<file path="src/verilog/riscv_pkg.sv">
`default_nettype none

package riscv_pkg;

    // ====================
    // Sizes
    // ====================
    localparam int XLEN      = 32;  // Address width
    localparam int PRED_SIZE = 4;   // BTB entries (2 or more)
    localparam int CNT_W     = 16;  // Performance counter width

    // ====================
    // Direction counter
    // ====================
    // Upper bit gives the taken prediction
    typedef enum logic [1:0] {
        PRED_SNT = 2'd0,            // Strongly not taken
        PRED_WNT = 2'd1,            // Weakly not taken
        PRED_WT  = 2'd2,            // Weakly taken
        PRED_ST  = 2'd3             // Strongly taken
    } pred_state_e;

    // ====================
    // Branch records
    // ====================
    typedef struct packed {
        logic [XLEN-1:0] pc;
        logic [XLEN-1:0] target;
        logic            taken;
    } br_info_t;

    typedef struct packed {
        logic [XLEN-1:0] pc;
        logic [XLEN-1:0] pred_target;
        logic            pred_hit;
        logic            pred_taken;
        logic            mispredict;
    } br_result_t;

endpackage

`default_nettype wire
</file>
<file path="src/verilog/bpu_top.sv">
`timescale 1ns/1ns
`default_nettype none

module bpu_top
    import riscv_pkg::*;
(
    input  wire logic        clk,
    input  wire logic        reset_n,

    input  wire logic        br_valid_i,
    input  wire br_info_t    br_info_i,
    input  wire logic        perf_clr_i,

    output logic             res_valid_o,
    output br_result_t       res_o,
    output logic [CNT_W-1:0] cnt_branch_o,
    output logic [CNT_W-1:0] cnt_mispred_o
);

    // ====================
    // Resolve to predictor
    // ====================
    logic            pred_en;
    logic [XLEN-1:0] bu_pc_branch;
    logic [XLEN-1:0] bu_pc_target;
    logic            bu_pred_success;
    logic            bu_pred_failed;
    logic [XLEN-1:0] pred_pc;
    logic            pred_taken;
    logic            pred_v;

    branch_resolve i_branch_resolve (
        .clk               (clk),
        .reset_n           (reset_n),
        .br_valid_i        (br_valid_i),
        .br_info_i         (br_info_i),
        .pred_pc_i         (pred_pc),
        .pred_taken_i      (pred_taken),
        .pred_v_i          (pred_v),
        .pred_en_o         (pred_en),
        .bu_pc_branch_o    (bu_pc_branch),
        .bu_pc_target_o    (bu_pc_target),
        .bu_pred_success_o (bu_pred_success),
        .bu_pred_failed_o  (bu_pred_failed),
        .res_valid_o       (res_valid_o),
        .res_o             (res_o)
    );

    btb_pred i_btb_pred (
        .clk               (clk),
        .reset_n           (reset_n),
        .pred_en_i         (pred_en),
        .bu_pc_branch_i    (bu_pc_branch),
        .bu_pc_target_i    (bu_pc_target),
        .bu_pred_success_i (bu_pred_success),
        .bu_pred_failed_i  (bu_pred_failed),
        .pred_pc_o         (pred_pc),
        .pred_taken_o      (pred_taken),
        .pred_v_o          (pred_v)
    );

    pred_perf_cnt i_pred_perf_cnt (
        .clk           (clk),
        .reset_n       (reset_n),
        .perf_clr_i    (perf_clr_i),
        .res_valid_i   (res_valid_o),     // Counts lag the result by a cycle
        .res_i         (res_o),
        .cnt_branch_o  (cnt_branch_o),
        .cnt_mispred_o (cnt_mispred_o)
    );

endmodule

`default_nettype wire

</file>
<file path="src/verilog/pred_perf_cnt.sv">
`timescale 1ns/1ns
`default_nettype none

module pred_perf_cnt
    import riscv_pkg::*;
(
    input  wire logic       clk,
    input  wire logic       reset_n,

    input  wire logic       perf_clr_i,
    input  wire logic       res_valid_i,
    input  wire br_result_t res_i,

    output logic [CNT_W-1:0] cnt_branch_o,
    output logic [CNT_W-1:0] cnt_mispred_o
);

    logic [CNT_W-1:0] branch_q;
    logic [CNT_W-1:0] mispred_q;

    // Both counts stick at all-ones
    always_ff @(posedge clk or negedge reset_n) begin
        if (!reset_n) begin
            branch_q  <= '0;
            mispred_q <= '0;
        end else if (perf_clr_i) begin
            branch_q  <= '0;             // Clear wins over counting
            mispred_q <= '0;
        end else if (res_valid_i) begin
            if (branch_q != '1) begin
                branch_q <= branch_q + 1'b1;
            end
            if (res_i.mispredict && (mispred_q != '1)) begin
                mispred_q <= mispred_q + 1'b1;
            end
        end
    end

    assign cnt_branch_o  = branch_q;
    assign cnt_mispred_o = mispred_q;

endmodule

`default_nettype wire

</file>
<file path="src/verilog/branch_resolve.sv">
`timescale 1ns/1ns
`default_nettype none

module branch_resolve
    import riscv_pkg::*;
(
    input  wire logic            clk,
    input  wire logic            reset_n,

    // Execute stage
    input  wire logic            br_valid_i,
    input  wire br_info_t        br_info_i,

    // Predictor answer
    input  wire logic [XLEN-1:0] pred_pc_i,
    input  wire logic            pred_taken_i,
    input  wire logic            pred_v_i,

    // Predictor lookup and training
    output logic                 pred_en_o,
    output logic [XLEN-1:0]      bu_pc_branch_o,
    output logic [XLEN-1:0]      bu_pc_target_o,
    output logic                 bu_pred_success_o,
    output logic                 bu_pred_failed_o,

    // Outcome
    output logic                 res_valid_o,
    output br_result_t           res_o
);

    logic     valid_q;
    br_info_t info_q;
    logic     taken_pred;
    logic     target_wrong;

    // ====================
    // Stage register
    // ====================
    always_ff @(posedge clk or negedge reset_n) begin
        if (!reset_n) begin
            valid_q <= 1'b0;
        end else begin
            valid_q <= br_valid_i;
        end
    end

    always_ff @(posedge clk) begin
        if (br_valid_i) begin
            info_q <= br_info_i;
        end
    end

    assign pred_en_o         = valid_q;
    assign bu_pc_branch_o    = info_q.pc;
    assign bu_pc_target_o    = info_q.target;
    assign bu_pred_success_o = valid_q & info_q.taken;
    assign bu_pred_failed_o  = valid_q & ~info_q.taken;

    // ====================
    // Misprediction check
    // ====================
    assign taken_pred   = pred_v_i & pred_taken_i;     // A miss predicts not taken
    assign target_wrong = taken_pred & info_q.taken & (pred_pc_i != info_q.target);

    assign res_valid_o       = valid_q;
    assign res_o.pc          = info_q.pc;
    assign res_o.pred_target = pred_pc_i;
    assign res_o.pred_hit    = pred_v_i;
    assign res_o.pred_taken  = taken_pred;
    assign res_o.mispredict  = (taken_pred != info_q.taken) | target_wrong;

    a_train_excl: assert property (@(posedge clk) disable iff (!reset_n)
        !(bu_pred_success_o && bu_pred_failed_o));

endmodule

`default_nettype wire

</file>
<file path="src/verilog/btb_pred.sv">
`timescale 1ns/1ns
`default_nettype none

module btb_pred
    import riscv_pkg::*;
(
    input  wire logic            clk,
    input  wire logic            reset_n,

    input  wire logic            pred_en_i,
    input  wire logic [XLEN-1:0] bu_pc_branch_i,
    input  wire logic [XLEN-1:0] bu_pc_target_i,
    input  wire logic            bu_pred_success_i,
    input  wire logic            bu_pred_failed_i,

    output logic [XLEN-1:0]      pred_pc_o,
    output logic                 pred_taken_o,
    output logic                 pred_v_o
);

    // ====================
    // Table storage
    // ====================
    logic [XLEN-1:0]      branch_q [PRED_SIZE];    // PC tags
    logic [XLEN-1:0]      target_q [PRED_SIZE];
    pred_state_e          state_q  [PRED_SIZE];
    pred_state_e          state_d  [PRED_SIZE];
    logic [PRED_SIZE-1:0] valid_q;

    logic [PRED_SIZE-1:0] wptr_q;                  // One-hot round-robin pointer
    logic [PRED_SIZE-1:0] wptr_d;

    logic [PRED_SIZE-1:0] hits;                    // One-hot or zero
    logic                 miss;
    logic [PRED_SIZE-1:0] alloc_we;
    logic [PRED_SIZE-1:0] train_we;

    logic [XLEN-1:0]      target_mux;
    logic [1:0]           state_mux;

    // ====================
    // Lookup
    // ====================
    always_comb begin
        for (int i = 0; i < PRED_SIZE; i++) begin
            hits[i] = valid_q[i] && (branch_q[i] == bu_pc_branch_i);
        end
    end

    assign miss     = ~|hits;
    assign alloc_we = wptr_q & {PRED_SIZE{pred_en_i & miss}};
    assign train_we = hits & {PRED_SIZE{pred_en_i}};

    assign wptr_d   = {wptr_q[PRED_SIZE-2:0], wptr_q[PRED_SIZE-1]};  // Wraps to entry 0

    // Saturating counter update and allocation at weakly taken
    always_comb begin
        for (int i = 0; i < PRED_SIZE; i++) begin
            state_d[i] = state_q[i];
            if (alloc_we[i]) begin
                state_d[i] = PRED_WT;
            end else if (train_we[i]) begin
                if (bu_pred_success_i && (state_q[i] != PRED_ST)) begin
                    state_d[i] = pred_state_e'(state_q[i] + 2'd1);
                end else if (bu_pred_failed_i && (state_q[i] != PRED_SNT)) begin
                    state_d[i] = pred_state_e'(state_q[i] - 2'd1);
                end
            end
        end
    end

    // ====================
    // Registers
    // ====================
    always_ff @(posedge clk or negedge reset_n) begin
        if (!reset_n) begin
            valid_q <= '0;
            wptr_q  <= PRED_SIZE'(1);                // Entry 0
            for (int i = 0; i < PRED_SIZE; i++) begin
                state_q[i] <= PRED_WT;
            end
        end else begin
            valid_q <= valid_q | alloc_we;
            if (pred_en_i && miss) begin
                wptr_q <= wptr_d;
            end
            for (int i = 0; i < PRED_SIZE; i++) begin
                state_q[i] <= state_d[i];
            end
        end
    end

    always_ff @(posedge clk) begin
        for (int i = 0; i < PRED_SIZE; i++) begin
            if (alloc_we[i]) begin
                branch_q[i] <= bu_pc_branch_i;
                target_q[i] <= bu_pc_target_i;   // Not rewritten on a hit
            end
        end
    end

    // ====================
    // Output mux
    // ====================
    always_comb begin
        target_mux = '0;
        state_mux  = '0;
        for (int j = 0; j < PRED_SIZE; j++) begin
            target_mux = target_mux | (target_q[j] & {XLEN{hits[j]}});
            state_mux  = state_mux  | (state_q[j]  & {2{hits[j]}});
        end
    end

    assign pred_pc_o    = target_mux;
    assign pred_taken_o = state_mux[1];
    assign pred_v_o     = ~miss;

    // Allocation only on a miss keeps tags unique
    a_hits_onehot0: assert property (@(posedge clk) disable iff (!reset_n)
        $onehot0(hits));

    a_wptr_onehot: assert property (@(posedge clk) disable iff (!reset_n)
        $onehot(wptr_q));

endmodule

`default_nettype wire

</file>
<file path="config.mk">
export PLATFORM = sky130hd
export DESIGN_NAME = bpu_top
export DESIGN_NICKNAME = d
export VERILOG_FILES = /design/src/verilog/riscv_pkg.sv /design/src/verilog/bpu_top.sv /design/src/verilog/pred_perf_cnt.sv /design/src/verilog/branch_resolve.sv /design/src/verilog/btb_pred.sv
export SDC_FILE = /design/constraint.sdc
export NUM_CORES = 1
export LEC_CHECK = 0
export BUFFER_PORTS_ARGS = -buffer_cell sky130_fd_sc_hd__buf_2
export CORE_MARGIN = 1
export CORE_UTILIZATION = 59
export DETAILED_ROUTE_END_ITERATION = 10
export PLACE_DENSITY_LB_ADDON = 0.08
export SYNTH_ARGS = -nofsm -noshare
export SYNTH_HDL_FRONTEND = slang
export SYNTH_SLANG_ARGS = --single-unit
</file>
<file path="constraint.sdc">
create_clock -name clk -period 6.4 [get_ports clk]
set_clock_uncertainty 0.15 [all_clocks]
set_input_delay 0.32 -clock clk [delete_from_list [all_inputs] [get_ports clk]]
set_output_delay 0.32 -clock clk [all_outputs]
set_load 0.01 [all_outputs]
</file>
==> results of run 1 <==
## repair_timing
| action | 4_1_cts | 5_1_grt |
|---|---|---|
| endpoints found under the hold margin | 109 | 0 |
| hold buffers | 66 | 0 |
| endpoints found under the setup margin | 0 | 0 |
## metrics by stage
stage | total power, uW | utilization | setup slack (ps)
2_1_floorplan | 2930 | - | 1600
3_3_place_gp | 3050 | 0.643 | 1010
3_5_place_dp | 3050 | 0.643 | 891
4_1_cts | 5370 | 0.714 | 572
5_1_grt | 5500 | 0.714 | 359
6_report | 5350 | 0.714 | 523
## report_power, final
| part | internal [uW] | switching (uW) |
|---|---|---|
| sequential | 2680 | 81.5 |
| clock | 1390 | 921 |
| combinational | 116 | 162 |
## layer usage
layer,share of wire,up-vias,track usage
met3,0.10,99,0.0680
met1,0.43,5871,0.449
met4,0.021,0,0.0928
li1,-,5416,-
met5,0,-,0
met2,0.45,762,0.462
## worst paths after layout
kind | from | endpoint | slack (ps) | cells past startpoint
hold / removal | perf_clr_i | i_pred_perf_cnt.cnt_mispred_o[1] | 190 | 2
hold reg to reg | i_btb_pred.valid_q[0] | i_btb_pred.valid_q[0] | 330 | 1
setup / recovery | i_branch_resolve.bu_pc_branch_o[2] | res_o[0] | 520 | 11
max in group asynchronous | reset_n | i_btb_pred.state_q[2] | 5370 | 3
min in group asynchronous | reset_n | i_pred_perf_cnt.cnt_mispred_o[10] | 290 | 3
setup reg to reg | i_branch_resolve.bu_pc_branch_o[2] | i_pred_perf_cnt.cnt_mispred_o[8] | 790 | 12
## state kept, by name (all words and copies together) (netlist names), 4 cells and up
signal	cells
i_branch_resolve.bu_pc_branch_o	32
i_btb_pred.valid_q	4
i_pred_perf_cnt.cnt_branch_o	16
i_pred_perf_cnt.cnt_mispred_o	16
i_btb_pred.target_q	128
i_btb_pred.state_q	8
i_btb_pred.wptr_q	4
i_branch_resolve.bu_pc_target_o	32
i_btb_pred.branch_q	128
## cell type report
type	instances	area [sq um]	share of cell area
Timing Repair Buffer	272	1790	0.0897
Inverter	23	86.3	0.00433
Multi-Input combinational cell	811	5390	0.270
Clock buffer	54	1160	0.0580
Tap cell	378	473	0.0237
Clock inverter	18	173	0.00866
Sequential cell	370	10900	0.545
## worst reg2reg max path, stage by stage, from the launching register on
cell       delay (ps)
edfxtp_1          550
xor2_1            250
or4_1             520
or4_2             860
nor4_1            470
a2111oi_1         110
xnor2_1           150
or4_1             600
or4b_4            540
o41ai_4           530
a21oi_2           260
nand4_1           160
mux2_1            330
## kinds of logic after synthesis
group | Yosys count | share of synthesized area
muxes | 8 | 0.00534
adders and majority gates | 3 | 0.00223
xor gates and xnor gates | 161 | 0.0836
DFF | 370 | 0.644
AOI/OAI and AO/OA | 111 | 0.0528
buffers and inverters | 134 | 0.0390
and+or+nand+nor | 528 | 0.173
## cells in the mapped netlist, types with 6 or more instances
master | number | area share
a21oi_1 | 13 | 0.0039
edfxtp_1 | 321 | 0.57
nand2_1 | 103 | 0.023
nand4_1 | 103 | 0.038
nor4_1 | 102 | 0.038
and2_1 | 20 | 0.0074
nor3_1 | 10 | 0.0030
xnor2_1 | 66 | 0.034
a2111oi_0 | 22 | 0.011
o2111ai_1 | 33 | 0.017
and3_1 | 9 | 0.0033
buf_1 | 11 | 0.0024
inv_1 | 23 | 0.0051
clkbuf_1 | 52 | 0.012
xor2_1 | 95 | 0.049
nand2b_1 | 6 | 0.0022
nor2b_1 | 32 | 0.012
nand3_1 | 47 | 0.014
nor2_1 | 56 | 0.012
buf_2 | 10 | 0.0030
dfrtp_1 | 44 | 0.065
o21ai_0 | 11 | 0.0033
buf_4 | 37 | 0.016
==> impl_metrics.json, run 1 <==
{
  "hold_ws_ps": 186,
  "final_area_sq_mm": 0.0199,
  "die_w_um": 171,
  "rows": 61,
  "die_h_um": 171,
  "cts_resized": 0,
  "dp_hpwl_um": 27300,
  "cp_num_buf_inv": 1,
  "startpoint_type": "register",
  "critical_path.slowest_cell": "or4_2",
  "first_pass_iters": 5,
  "cts_tree": "built",
  "clock_path_buffers": 3,
  "clock_latency_ps": 530,
  "diodes": 0,
  "maxSlewHeadroom": 0.223,
  "synth_cell_types": 64,
  "numCtsBuffers": 40,
  "final_cells": 1926,
  "critPathMaxFanout": 21,
  "rsz0062_at_grt": "no",
  "dpl-instance-area_sq_mm": 0.0180,
  "path_common_cell": "or4_1",
  "antenna_left": 0,
  "fillers": 2025,
  "routed_via_density": 6.31,
  "htree_levels": 2,
  "nets": 1590,
  "coreArea_sq_mm": 0.0279,
  "hold_viol_final": 0,
  "setup_tns_ps": 0,
  "dieArea_sq_mm": 0.0293,
  "drive_gt1_frac": 0.195,
  "totalWireLength_um": 44400,
  "vias": 12100,
  "drt_iter0_markers": 1486,
  "antenna_found_initial": 1,
  "status": "complete, no violations",
  "syn2layout_area_growth_pct": 18.2,
  "period_share": 0.918,
  "place.port_buffers": 168,
  "clk_pin_slew_ps": 60,
  "most-common-layout-cells": "edfxtp_1, buf_2, nand4_1, nand2_1, nor4_1",
  "cts.sinks": 370,
  "clockRootBuffer": "clkbuf_16",
  "grt_max_degree": 67,
  "path_class": "register to output pin",
  "cp_data_arrival_time_ps": 5410,
  "crit_family": "simple AND/OR/NAND/NOR gates",
  "ys_seq_area_frac": 0.644,
  "grt_pass1_vias": 11800,
  "max_freq_ghz": 0.170,
  "dpl.cell_count": 1788,
  "drv_cap": 0,
  "gp_congestion": 0.896,
  "syn_area_sq_mm": 0.0169,
  "max-vdd-ir-drop_mv": 0.212,
  "syn_avg_cell_area_sq_um": 12.8,
  "required_ps": 5930,
  "grt_util_all_layers": 0.308,
  "drcViolationCount": 0,
  "initial_core_util": 0.604,
  "min_period_ps": 5880,
  "slew_violations": 0,
  "syn_nets": 1387,
  "grt_remaining_overflow": 0,
  "synth_edf_count": 321,
  "post-cts-setup-buffers": 0,
  "grt_pass1_wl_um": 67600,
  "cp_cell_sequence": "xor2_1, or4_1, or4_2, nor4_1, a2111oi_1, xnor2_1, or4_1, or4b_4, o41ai_4, nand2_1, buf_2",
  "wl_per_cell_um": 23.1,
  "critPathCaptureType": "output pin",
  "worstMarginPinSlew_ps": 1160,
  "io_pins": 169,
  "final_common_cell": "edfxtp_1",
  "min_path_type": "primary input to register",
  "async_flop_share": 0.132,
  "critical_path.max_stage_delay_ps": 860,
  "synth_ff_type": "edfxtp_1",
  "leakage_uw": 0.00703,
  "synth_seq_cells": 370,
  "setup-violations-final": 0,
  "p_per_area_mw_per_mm2": 268,
  "netlist_instances": 1315,
  "yosys_warnings": 0
}
(Power assumes the default switching activity.)
==> run 2, diff against run 1 <==
--- a/config.mk
+++ b/config.mk
@@ -5,10 +5,10 @@
 export SDC_FILE = /design/constraint.sdc
 export NUM_CORES = 1
 export LEC_CHECK = 0
-export BUFFER_PORTS_ARGS = -buffer_cell sky130_fd_sc_hd__buf_2
-export CORE_MARGIN = 1
+export BUFFER_PORTS_ARGS = -buffer_cell sky130_fd_sc_hd__clkbuf_2
 export CORE_UTILIZATION = 59
 export DETAILED_ROUTE_END_ITERATION = 10
+export GPL_ROUTABILITY_DRIVEN = 1
 export PLACE_DENSITY_LB_ADDON = 0.08
 export SYNTH_ARGS = -nofsm -noshare
 export SYNTH_HDL_FRONTEND = slang
==> impl_metrics.json, run 2 (synthesis results as in run 1) <==
{
  "status": "complete, no violations",
  "p_per_area_mw_per_mm2": 262,
  "grt_pass1_wl_um": 69300,
  "most-common-layout-cells": "edfxtp_1, clkbuf_2, nand4_1, nand2_1, nor4_1",
  "rsz0062_at_grt": "no",
  "htree_levels": 2,
  "drive_gt1_frac": 0.188,
  "die_h_um": 171,
  "setup-violations-final": 0,
  "initial_core_util": 0.604,
  "hold_ws_ps": 248,
  "antenna_found_initial": 2,
  "wl_per_cell_um": 23.4,
  "first_pass_iters": 8,
  "antenna_left": 0,
  "nets": 1587,
  "hold_viol_final": 0,
  "grt_remaining_overflow": 0,
  "post-cts-setup-buffers": 0,
  "p_total_uw": 5190,
  "startpoint_type": "register",
  "dpl.cell_count": 1786,
  "min_period_ps": 5910,
  "routed_via_density": 6.35,
  "required_ps": 5930,
  "path_class": "register to output pin",
  "cp_data_arrival_time_ps": 5440,
  "dp_slack_ps": 953,
  "largest_registers": "i_btb_pred.branch_q (128), i_btb_pred.target_q (128)",
  "leakage_uw": 0.00691,
  "grt_max_degree": 67,
  "clockRootBuffer": "clkbuf_16",
  "coreArea_sq_mm": 0.0279,
  "gp_congestion": 0.899,
  "diodes": 0,
  "drv_cap": 0,
  "clock_path_buffers": 3,
  "cts.sinks": 370,
  "vias": 12200,
  "critPathCaptureType": "output pin",
  "setup_tns_ps": 0,
  "min_path_type": "primary input to register",
  "numCtsBuffers": 39,
  "drt_iter0_markers": 1687,
  "cts_tree": "built",
  "totalWireLength_um": 45000,
  "dp_hpwl_um": 27700,
  "syn2layout_area_growth_pct": 17.4,
  "slew_violations": 0,
  "final_cells": 1922,
  "period_share": 0.924,
  "critPathMaxFanout": 14,
  "worstMarginPinSlew_ps": 1260,
  "grt_util_all_layers": 0.315,
  "final_common_cell": "edfxtp_1",
  "io_pins": 169,
  "rows": 61,
  "clock_latency_ps": 540,
  "drcViolationCount": 0,
  "grt_pass1_vias": 12200,
  "place.port_buffers": 168,
  "max-vdd-ir-drop_mv": 0.253,
  "dieArea_sq_mm": 0.0293,
  "clk_pin_slew_ps": 60,
  "maxSlewHeadroom": 0.157,
  "max_freq_ghz": 0.169,
  "setup_slack_ps": 486,
  "die_w_um": 171
}
==> run 2: stage by stage <==
| step | util | cell area [sq um] |
|---|---|---|
| finish | 0.709 | 19800 |
| global route | 0.709 | 19800 |
| CTS | 0.709 | 19800 |
| detailed placement | 0.642 | 17900 |
| global placement | 0.642 | 17900 |
| floorplan | - | 16900 |
==> run 2: where the power goes <==
group	total, uW	switching [uW]	internal (uW)
Sequential	2760	84.5	2680
Clock	2150	916	1240
Combinational	275	160	115
==> run 2: area by class of cell <==
cell class	count	area (sq um)
Clock buffer	49	1040
Clock inverter	21	170
Fill cell	1943	8130
Inverter	23	86.3
Multi-Input combinational cell	811	5390
Sequential cell	370	10900
Tap cell	378	473
Timing Repair Buffer	270	1770
==> run 2: repair_timing <==
item                                    4_1_cts  5_1_grt
gates resized for setup                       0        0
hold buffers                                 66        0
endpoints found under the setup margin        0        0
hold endpoints to repair                    109        0
==> run 2: final timing paths <==
kind | startpoint | endpoint | slack (ps) | cells past startpoint
min reg2reg | i_btb_pred.wptr_q[0] | i_btb_pred.wptr_q[0] | 350 | 2
max reg2reg | i_branch_resolve.bu_pc_branch_o[8] | i_pred_perf_cnt.cnt_mispred_o[10] | 740 | 12
max in group asynchronous | reset_n | i_btb_pred.valid_q[3] | 5330 | 3
max | i_branch_resolve.bu_pc_branch_o[8] | res_o[0] | 490 | 11
min in group asynchronous | reset_n | i_pred_perf_cnt.cnt_mispred_o[2] | 300 | 3
min | br_valid_i | i_branch_resolve.pred_en_o | 250 | 1
==> run 2: critical path, stage by stage (launching register included) <==
cell and delay, ps:
edfxtp_1 610, xor2_1 260, nor4_1 300, nand4_1 860, nor4_1 640, a2111oi_1 140
xnor2_1 150, or4_1 590, or4b_4 540, o41ai_4 550, nand2_1 120, clkbuf_2 150
==> run 2: routing by layer <==
layer  routed length (um)  track usage
met1                18800        0.455
met2                19700        0.469
met3                 5290       0.0782
met4                 1170        0.103
met5                   10            0
